File: src/include/sram_defs.svh
`ifndef SRAM_DEFS_SVH
`define SRAM_DEFS_SVH

// data word carried by both bus ports and both chips
`define SRAM_WORD_W 32

// byte lanes per word, one select bit each
`define SRAM_SEL_W 4

// address width inside one chip
`define SRAM_CHIP_AW 20

// bus word address, one bit wider than a chip address
// the extra low bit picks the bank (0 = base, 1 = ext)
`define SRAM_BUS_AW 21

`endif

File: src/verilog/sram_pkg.sv
`include "sram_defs.svh"

package sram_pkg;

    typedef logic [`SRAM_WORD_W-1:0]  word_t;
    typedef logic [`SRAM_SEL_W-1:0]   byte_sel_t;   // active high on the bus side
    typedef logic [`SRAM_BUS_AW-1:0]  bus_addr_t;
    typedef logic [`SRAM_CHIP_AW-1:0] chip_addr_t;

    // which port owns the current scheduler slot
    typedef enum logic {
        SLOT_INST = 1'b0,
        SLOT_DATA = 1'b1
    } slot_t;

    // request from a port to the scheduler, held until done
    typedef struct packed {
        logic       valid;
        logic       write;
        byte_sel_t  sel;
        logic       base_en;
        logic       ext_en;
        chip_addr_t base_addr;
        chip_addr_t ext_addr;
        word_t      wdata;
    } sram_req_t;

    typedef struct packed {
        logic  done;        // one cycle pulse
        word_t base_rdata;
        word_t ext_rdata;
    } sram_rsp_t;

    // outputs toward one chip, the data bus split into out and drive
    typedef struct packed {
        logic       ce_n;
        logic       oe_n;
        logic       we_n;
        byte_sel_t  be_n;
        chip_addr_t addr;
        word_t      data_out;
        logic       drive;
    } sram_pins_t;

endpackage

File: src/verilog/inst_fetch_port.sv
`timescale 1ns/1ps

module inst_fetch_port (
    input  logic               clk,
    input  logic               rst,
    input  logic               cyc,
    input  logic               stb,
    input  sram_pkg::bus_addr_t adr,
    input  sram_pkg::sram_rsp_t rsp,
    output logic               ack,
    output sram_pkg::word_t    dat,
    output sram_pkg::word_t    dat2,
    output sram_pkg::sram_req_t req
);

    logic                 valid_q;
    logic                 odd_q;       // parity of the fetched address
    sram_pkg::chip_addr_t base_addr_q;
    sram_pkg::chip_addr_t ext_addr_q;
    sram_pkg::chip_addr_t half_addr;
    logic                 accept;

    assign half_addr = sram_pkg::chip_addr_t'(adr >> 1);

    // no new request in the ack cycle or while one is outstanding
    assign accept = cyc && stb && !ack && !valid_q;

    always_ff @(posedge clk or posedge rst) begin
        if (rst) begin
            valid_q <= 1'b0;
            ack     <= 1'b0;
        end else begin
            ack <= 1'b0;
            if (accept) begin
                valid_q <= 1'b1;
            end else if (valid_q && rsp.done) begin
                valid_q <= 1'b0;
                ack     <= 1'b1;
            end
        end
    end

    always_ff @(posedge clk) begin
        if (accept) begin
            odd_q     <= adr[0];
            ext_addr_q <= half_addr;
            // odd start: word adr+1 sits one row higher in the base bank
            base_addr_q <= adr[0] ? half_addr + 1'b1 : half_addr;
        end
        if (valid_q && rsp.done) begin
            dat  <= odd_q ? rsp.ext_rdata : rsp.base_rdata;
            dat2 <= odd_q ? rsp.base_rdata : rsp.ext_rdata;
        end
    end

    // fetches always read a word from each bank
    assign req = '{
        valid:     valid_q,
        write:     1'b0,
        sel:       '1,
        base_en:   1'b1,
        ext_en:    1'b1,
        base_addr: base_addr_q,
        ext_addr:  ext_addr_q,
        wdata:     '0
    };

    ack_single_cycle: assert property (@(posedge clk) disable iff (rst) ack |=> !ack)
        else $error("instruction ack held for more than one cycle");

endmodule

File: src/verilog/data_access_port.sv
`timescale 1ns/1ps

module data_access_port (
    input  logic                 clk,
    input  logic                 rst,
    input  logic                 cyc,
    input  logic                 stb,
    input  logic                 we,
    input  sram_pkg::byte_sel_t  sel,
    input  sram_pkg::bus_addr_t  adr,
    input  sram_pkg::word_t      dat_w,
    input  sram_pkg::sram_rsp_t  rsp,
    output logic                 ack,
    output sram_pkg::word_t      dat_r,
    output sram_pkg::sram_req_t  req
);

    logic                 valid_q;
    logic                 write_q;
    logic                 odd_q;       // bank of the access, 1 = ext
    sram_pkg::byte_sel_t  sel_q;
    sram_pkg::chip_addr_t addr_q;
    sram_pkg::word_t      wdata_q;
    logic                 accept;
    logic                 finish;

    assign accept = cyc && stb && !ack && !valid_q;
    assign finish = valid_q && rsp.done;

    always_ff @(posedge clk or posedge rst) begin
        if (rst) begin
            valid_q <= 1'b0;
            ack     <= 1'b0;
        end else begin
            ack <= 1'b0;
            if (accept) begin
                valid_q <= 1'b1;
            end else if (finish) begin
                valid_q <= 1'b0;
                ack     <= 1'b1;
            end
        end
    end

    // request fields are sampled once, at acceptance
    always_ff @(posedge clk) begin
        if (accept) begin
            write_q <= we;
            sel_q   <= sel;
            odd_q   <= adr[0];
            addr_q  <= sram_pkg::chip_addr_t'(adr >> 1);
            wdata_q <= dat_w;
        end
    end

    // writes leave the last read word in place
    always_ff @(posedge clk) begin
        if (finish && !write_q) begin
            dat_r <= odd_q ? rsp.ext_rdata : rsp.base_rdata;
        end
    end

    assign req = '{
        valid:     valid_q,
        write:     write_q,
        sel:       sel_q,
        base_en:   !odd_q,
        ext_en:    odd_q,
        base_addr: addr_q,      // only the enabled bank looks at its address
        ext_addr:  addr_q,
        wdata:     wdata_q
    };

    ack_inside_cycle: assert property (@(posedge clk) disable iff (rst) ack |-> cyc)
        else $error("data ack raised outside a bus cycle");

endmodule

File: src/verilog/sram_bank_scheduler.sv
`timescale 1ns/1ps

module sram_bank_scheduler (
    input  logic                 clk,
    input  logic                 rst,
    input  sram_pkg::sram_req_t  inst_req,
    input  sram_pkg::sram_req_t  data_req,
    output sram_pkg::sram_rsp_t  inst_rsp,
    output sram_pkg::sram_rsp_t  data_rsp,
    input  sram_pkg::word_t      base_data_in,
    input  sram_pkg::word_t      ext_data_in,
    output sram_pkg::sram_pins_t base_pins,
    output sram_pkg::sram_pins_t ext_pins
);

    localparam sram_pkg::sram_pins_t idle_pins = '{
        ce_n:     1'b1,
        oe_n:     1'b1,
        we_n:     1'b1,
        be_n:     '1,
        addr:     '0,
        data_out: '0,
        drive:    1'b0
    };

    sram_pkg::slot_t      slot;
    logic                 busy;        // access cycle on the pins
    sram_pkg::slot_t      owner;       // port of that access
    logic                 done_q;
    sram_pkg::slot_t      done_owner;
    sram_pkg::word_t      base_rdata_q;
    sram_pkg::word_t      ext_rdata_q;
    sram_pkg::sram_pins_t base_q;
    sram_pkg::sram_pins_t ext_q;
    sram_pkg::sram_req_t  cur_req;
    logic                 in_flight;
    logic                 grant;

    // build the next pin state of one bank, idle unless it takes part
    function automatic sram_pkg::sram_pins_t next_pins(
        input logic                 take,
        input sram_pkg::sram_req_t  r,
        input sram_pkg::chip_addr_t a,
        input sram_pkg::sram_pins_t prev
    );
        sram_pkg::sram_pins_t p;
        p       = prev;
        p.ce_n  = 1'b1;
        p.oe_n  = 1'b1;
        p.we_n  = 1'b1;
        p.be_n  = '1;
        p.drive = 1'b0;
        if (take) begin
            p.ce_n     = 1'b0;
            p.oe_n     = r.write;
            p.we_n     = !r.write;
            p.be_n     = r.write ? ~r.sel : '0;    // reads return all lanes
            p.addr     = a;
            p.data_out = r.wdata;
            p.drive    = r.write;
        end
        return p;
    endfunction

    assign cur_req = (slot == sram_pkg::SLOT_INST) ? inst_req : data_req;

    // the owner keeps valid high through its done cycle, so skip it there
    assign in_flight = done_q && done_owner == slot;
    assign grant     = cur_req.valid && !in_flight;

    always_ff @(posedge clk or posedge rst) begin
        if (rst) begin
            slot       <= sram_pkg::SLOT_INST;
            busy       <= 1'b0;
            owner      <= sram_pkg::SLOT_INST;
            done_q     <= 1'b0;
            done_owner <= sram_pkg::SLOT_INST;
            base_q     <= idle_pins;
            ext_q      <= idle_pins;
        end else begin
            slot       <= (slot == sram_pkg::SLOT_INST) ? sram_pkg::SLOT_DATA
                                                        : sram_pkg::SLOT_INST;
            busy       <= grant;
            done_q     <= busy;
            done_owner <= owner;
            if (grant) begin
                owner <= slot;
            end
            base_q <= next_pins(grant && cur_req.base_en, cur_req, cur_req.base_addr, base_q);
            ext_q  <= next_pins(grant && cur_req.ext_en, cur_req, cur_req.ext_addr, ext_q);
        end
    end

    // chip outputs are valid at the end of the access cycle
    always_ff @(posedge clk) begin
        if (busy) begin
            base_rdata_q <= base_data_in;
            ext_rdata_q  <= ext_data_in;
        end
    end

    assign base_pins = base_q;
    assign ext_pins  = ext_q;

    assign inst_rsp = '{
        done:       done_q && (done_owner == sram_pkg::SLOT_INST),
        base_rdata: base_rdata_q,
        ext_rdata:  ext_rdata_q
    };
    assign data_rsp = '{
        done:       done_q && (done_owner == sram_pkg::SLOT_DATA),
        base_rdata: base_rdata_q,
        ext_rdata:  ext_rdata_q
    };

    no_bus_fight: assert property (@(posedge clk) disable iff (rst)
        (base_pins.oe_n || base_pins.we_n) && (ext_pins.oe_n || ext_pins.we_n))
        else $error("chip read and write enabled together");

    single_done: assert property (@(posedge clk) disable iff (rst)
        !(inst_rsp.done && data_rsp.done))
        else $error("done raised to both ports in one cycle");

    drive_on_write: assert property (@(posedge clk) disable iff (rst)
        (base_pins.drive -> !base_pins.we_n) && (ext_pins.drive -> !ext_pins.we_n))
        else $error("data bus driven outside a write");

endmodule

File: src/verilog/sram_subsystem.sv
`timescale 1ns/1ps

module sram_subsystem (
    input  logic                 clk,
    input  logic                 rst,
    // instruction wishbone port
    input  logic                 ib_cyc,
    input  logic                 ib_stb,
    input  sram_pkg::bus_addr_t  ib_adr,
    output logic                 ib_ack,
    output sram_pkg::word_t      ib_dat,
    output sram_pkg::word_t      ib_dat2,
    // data wishbone port
    input  logic                 db_cyc,
    input  logic                 db_stb,
    input  logic                 db_we,
    input  sram_pkg::byte_sel_t  db_sel,
    input  sram_pkg::bus_addr_t  db_adr,
    input  sram_pkg::word_t      db_dat_w,
    output sram_pkg::word_t      db_dat_r,
    output logic                 db_ack,
    // chip pins
    output sram_pkg::sram_pins_t base_pins,
    input  sram_pkg::word_t      base_data_in,
    output sram_pkg::sram_pins_t ext_pins,
    input  sram_pkg::word_t      ext_data_in
);

    sram_pkg::sram_req_t inst_req;
    sram_pkg::sram_req_t data_req;
    sram_pkg::sram_rsp_t inst_rsp;
    sram_pkg::sram_rsp_t data_rsp;

    inst_fetch_port u_inst_port (
        .clk  (clk),
        .rst  (rst),
        .cyc  (ib_cyc),
        .stb  (ib_stb),
        .adr  (ib_adr),
        .rsp  (inst_rsp),
        .ack  (ib_ack),
        .dat  (ib_dat),
        .dat2 (ib_dat2),
        .req  (inst_req)
    );

    data_access_port u_data_port (
        .clk   (clk),
        .rst   (rst),
        .cyc   (db_cyc),
        .stb   (db_stb),
        .we    (db_we),
        .sel   (db_sel),
        .adr   (db_adr),
        .dat_w (db_dat_w),
        .rsp   (data_rsp),
        .ack   (db_ack),
        .dat_r (db_dat_r),
        .req   (data_req)
    );

    sram_bank_scheduler u_scheduler (
        .clk          (clk),
        .rst          (rst),
        .inst_req     (inst_req),
        .data_req     (data_req),
        .inst_rsp     (inst_rsp),
        .data_rsp     (data_rsp),
        .base_data_in (base_data_in),
        .ext_data_in  (ext_data_in),
        .base_pins    (base_pins),
        .ext_pins     (ext_pins)
    );

endmodule

File: config.mk
export PLATFORM = sky130hd
export DESIGN_NAME = sram_subsystem
export DESIGN_NICKNAME = d
export VERILOG_FILES = /design/src/verilog/sram_pkg.sv /design/src/verilog/inst_fetch_port.sv /design/src/verilog/data_access_port.sv /design/src/verilog/sram_bank_scheduler.sv /design/src/verilog/sram_subsystem.sv
export VERILOG_INCLUDE_DIRS = /design/src /design/src/include
export SDC_FILE = /design/constraint.sdc
export NUM_CORES = 1
export LEC_CHECK = 0
export BUFFER_PORTS_ARGS = -buffer_cell sky130_fd_sc_hd__buf_2
export CAP_MARGIN = 20
export CORE_MARGIN = 2
export CORE_UTILIZATION = 54
export CTS_CLUSTER_DIAMETER = 120
export DETAILED_ROUTE_END_ITERATION = 7
export MAX_ROUTING_LAYER = met4
export PLACE_DENSITY = 0.91
export SLEW_MARGIN = 5
export SYNTH_ARGS = -nofsm -noshare
export SYNTH_HDL_FRONTEND = slang
export SYNTH_HIERARCHICAL = 1
export SYNTH_SLANG_ARGS = --single-unit
File: constraint.sdc
create_clock -name clk -period 7.2 [get_ports clk]
set_clock_uncertainty 0.15 [all_clocks]
set_input_delay 0.36 -clock clk [delete_from_list [all_inputs] [get_ports clk]]
set_output_delay 0.36 -clock clk [all_outputs]
set_load 0.02 [all_outputs]
==> results by stage <==
Floorplan:
- In this run the standard cell core region covers 29,600 um2.
- The overall die width is 177 um.
- The starting utilization of the core area is 0.548.
- The die extent in y is 177 um.
- The floorplan step defined a die boundary enclosing 31,400 um2.
- 367 I/O pins were placed.
- The count of standard-cell rows is 63.

Clock tree:
- The post-CTS clock slew at the launch and capture registers of the worst setup and hold paths is 60 ps.
- In this run the deepest clock path goes through 3 buffers.
- The tree built by TritonCTS fans out to 388 sinks.
- Counting the buffers created by CTS gives 40.
- The clock tree from TritonCTS is yes.
- Clock tree synthesis selected as its root buffer the cell sky130_fd_sc_hd__clkbuf_16.
- The number of levels in the clock H-tree is 2.
- Gates resized during post-CTS repair numbered 0.
- The worst-skew pair later-pin latency is 540 ps.

Worst setup path:
- The critical-path maximum fanout is 63.
- By instance count, the cell type seen most on the critical path is sky130_fd_sc_hd__buf_4.
- Setup slack on the worst reg-to-reg path comes out at 3370 ps.
- STA classifies the critical path startpoint as a flop.
- At the worst endpoint, the required time is 7420 ps.
- The critical path is of the reg2reg type.
- The arrival time of the worst setup path is 4060 ps.
- The signal on the critical path passes through buf_4 -> nor2b_2 -> a32oi_4 -> buf_4 -> nor2_4 -> buf_4 -> inv_1 -> o21ai_0.
- The number of cells traversed by the worst register-to-register path is 8.
- The critical-path cell with the highest stage delay is sky130_fd_sc_hd__buf_4.
- The endpoint class of the critical path is a flop.
- On the worst path, the slowest cell contributes a delay of 810 ps.

Route:
- The number of search-and-repair iterations in the first detailed-routing pass is 5.
- The final wirelength is 40,000 um.
- The via density per instance is 5.36.
- The detail route stage leaves a number of antenna-violating nets equal to 0.
- The DRC violation count after routing is 0.
- Across all layers, the routed design uses 9,774 vias.
- The final routed wire length divided by cell count is 22.0 um.
- The first routing iteration left 813 violations.

Power and ir drop:
- The cell area power density is 383 nW/um2.
- For this design the static power due to leakage is 8.58 nW.
- The maximum vdd drop is 296 uV.
- The total power after layout is 0.00778 W.

Synth:
- The post-synthesis sequential element count is 388.
- Yosys printed 6 warnings.
- The post-synthesis cell count is 970.
- For this run, the register share of the synthesized area comes to 0.681.
- Summing every instance area after synthesis gives 16,200 um2.
- The average instance in the mapped netlist occupies 16.7 um2.
- The number of unique standard cell types used by synthesis is 39.

STA:
- At the pin with the least slew margin, the transition time is 1080 ps.
- The final-report max-slew violation count is 0.
- Timing would allow up to 0.261 GHz.
- The number of endpoints with negative hold slack in the final report came to 0.
- The headroom to the max-slew limit is 0.282.
- Subtracting the final worst setup slack from the clock period gives 3830 ps.
- The aggregate negative setup slack is 0 ps.
- Setup repair after global routing left no endpoint under its margin.
- The setup violation total in the final timing report is 0.
- The share of the clock period used by the worst path after layout is 0.533.

Final layout:
- The area added between synthesis and finish is 25.5%.
- The ratio of cells with drive above 1 in the final layout is 0.464.
- Leaving out fill and tap cells, the most frequent cell in the layout is sky130_fd_sc_hd__buf_2.
- The library cells used most frequently in the layout, excluding fill and tap cells, are 366 x sky130_fd_sc_hd__buf_2, 259 x sky130_fd_sc_hd__edfxtp_1, 142 x sky130_fd_sc_hd__dlygate4sd3_1.
- In the final design database the tool counted 1,553 nets.
- The post-route cell area is 20,300 um2.

Place:
- The last weighted congestion value of the routability-driven placer is 0.851.
- The number of buffers added on ports is 366.
- After detailed placement, the total cell area comes to 17,500 um2.
- Detailed placement ended at an HPWL of 23,800 um.

Global routing:
- Entering global routing, the biggest net connects 82 pins.
- The initial antenna violation count is 2.
- For this run the aggregate overflow at the end of global routing stands at 0.
- Across every metal layer, demand over resource in global routing totals 0.259.
- The via count of the first global-routing pass came to 10,600.
- The global-route wire length before repair is 60,000 um.

Hold path:
- The class of the most critical hold timing path is in2reg.
- Along the worst hold path, the cell count comes to 1.

Flow run:
- The number of maximum-capacitance violations is 0.

Outcome:
- The run finished with clean final reports.
-- synthesized netlist by cell type (all sizes together) --
master	instances	area share
xor2	7	0.0038
mux2i	42	0.026
edfxtp	259	0.48
and3	1	0.00039
dfrtp	115	0.18
dfstp	14	0.023
nand2	13	0.0030
nand2b	1	0.00039
nor2b	2	0.00093
nand4	8	0.0049
buf	154	0.074
o21ai	80	0.025
nand3	8	0.0028
nor2	9	0.0024
o221ai	8	0.0043
and4	2	0.0011
ha	1	0.00077
nor3	1	0.00062
nor4bb	1	0.00062
and4bb	1	0.00077
a32oi	1	0.0017
mux2	193	0.15
and2	3	0.0012
inv	13	0.0030
a21o	2	0.00093
nor4	2	0.0026
a32o	1	0.00062
xnor2	12	0.0065
conb	2	0.00046
clkbuf	14	0.0035
-- repair_timing --
item                                   in CTS  in global routing
endpoints found under the hold margin     191                  0
hold buffers                              142                  0
setup buffers                               0                  0
-- sequential cells by signal, indices dropped and copies added, names as in the netlist, 4 cells and up --
register / flops
u_data_port/addr_q: 20
u_data_port/dat_r: 32
u_data_port/sel_q: 4
u_data_port/wdata_q: 32
u_inst_port/base_addr_q: 20
u_inst_port/dat: 32
u_inst_port/dat2: 32
u_inst_port/ext_addr_q: 20
u_scheduler/base_pins: 60
u_scheduler/base_rdata_q: 32
u_scheduler/ext_pins: 60
u_scheduler/ext_rdata_q: 32
-- report_power, final --
part | switching [W] | internal (W) | leakage (nW)
Combinational | 0.00136 | 0.000892 | 4.02
Sequential | 0.000356 | 0.00313 | 3.92
Clock | 0.000860 | 0.00119 | 0.639
-- logic make-up (layout without fill, tap and decap cells) --
kind of cell,Yosys count,in the layout,synth area share
buffers and inverters,181,605,0.0801
AND/OR/NAND/NOR,52,52,0.0217
multiplexers,235,235,0.173
adder cells (fa/ha/maj),1,1,0.000773
other,2,41,0.000464
AO/OA/AOI/OAI,92,92,0.0323
XOR/XNOR,19,19,0.0103
flip-flops,388,388,0.681
-- per-stage QoR --
step / hold slack, ps / instances / utilization / worst slack (ps)
global route: 5.39 / 1823 / 0.687 / 3190
floorplan: -48.8 / 1007 / - / 1960
global placement: 99.8 / 1605 / 0.593 / 3570
CTS: 3.10 / 1817 / 0.685 / 3370
detailed placement: 111 / 1605 / 0.593 / 3430
finish: 24.4 / 1823 / 0.687 / 3370
-- layout make-up --
class | count | area (um2)
multi-input combinational | 438 | 4050
timing repair buffer | 522 | 3390
clock buffer | 52 | 1100
inverter | 13 | 51.3
antenna | 2 | 5.00
clock inverter | 18 | 199
sequential | 388 | 11000
fill | 1824 | 9250
tap | 390 | 488
-- critical path: cells and delay by family, from the launching register on --
family	cells	cell delay [ps]
compound gates	2	500
simple gates	2	180
buf+inv	4	2150
flops	1	610
-- path summary, 6_finish.rpt --
check | start | to
worst max-delay path | u_scheduler/slot | u_scheduler/ext_pins[41]
worst min-delay path | ib_adr[4] | u_inst_port/ext_addr_q[3]
worst max register to register | u_scheduler/slot | u_scheduler/ext_pins[41]
worst min register to register | u_scheduler/owner | u_scheduler/done_owner
max in group asynchronous | rst | u_scheduler/slot
min in group asynchronous | rst | u_data_port/ack
-- metal layers --
metal,vias up,global-route usage,routed length [um]
li1,4272,-,-
met1,4827,0.293,14400
met2,530,0.446,20900
met3,145,0.0462,2870
met4,0,0.124,1910
met5,-,-,0
No activity file was read; power rests on OpenSTA's default activity.
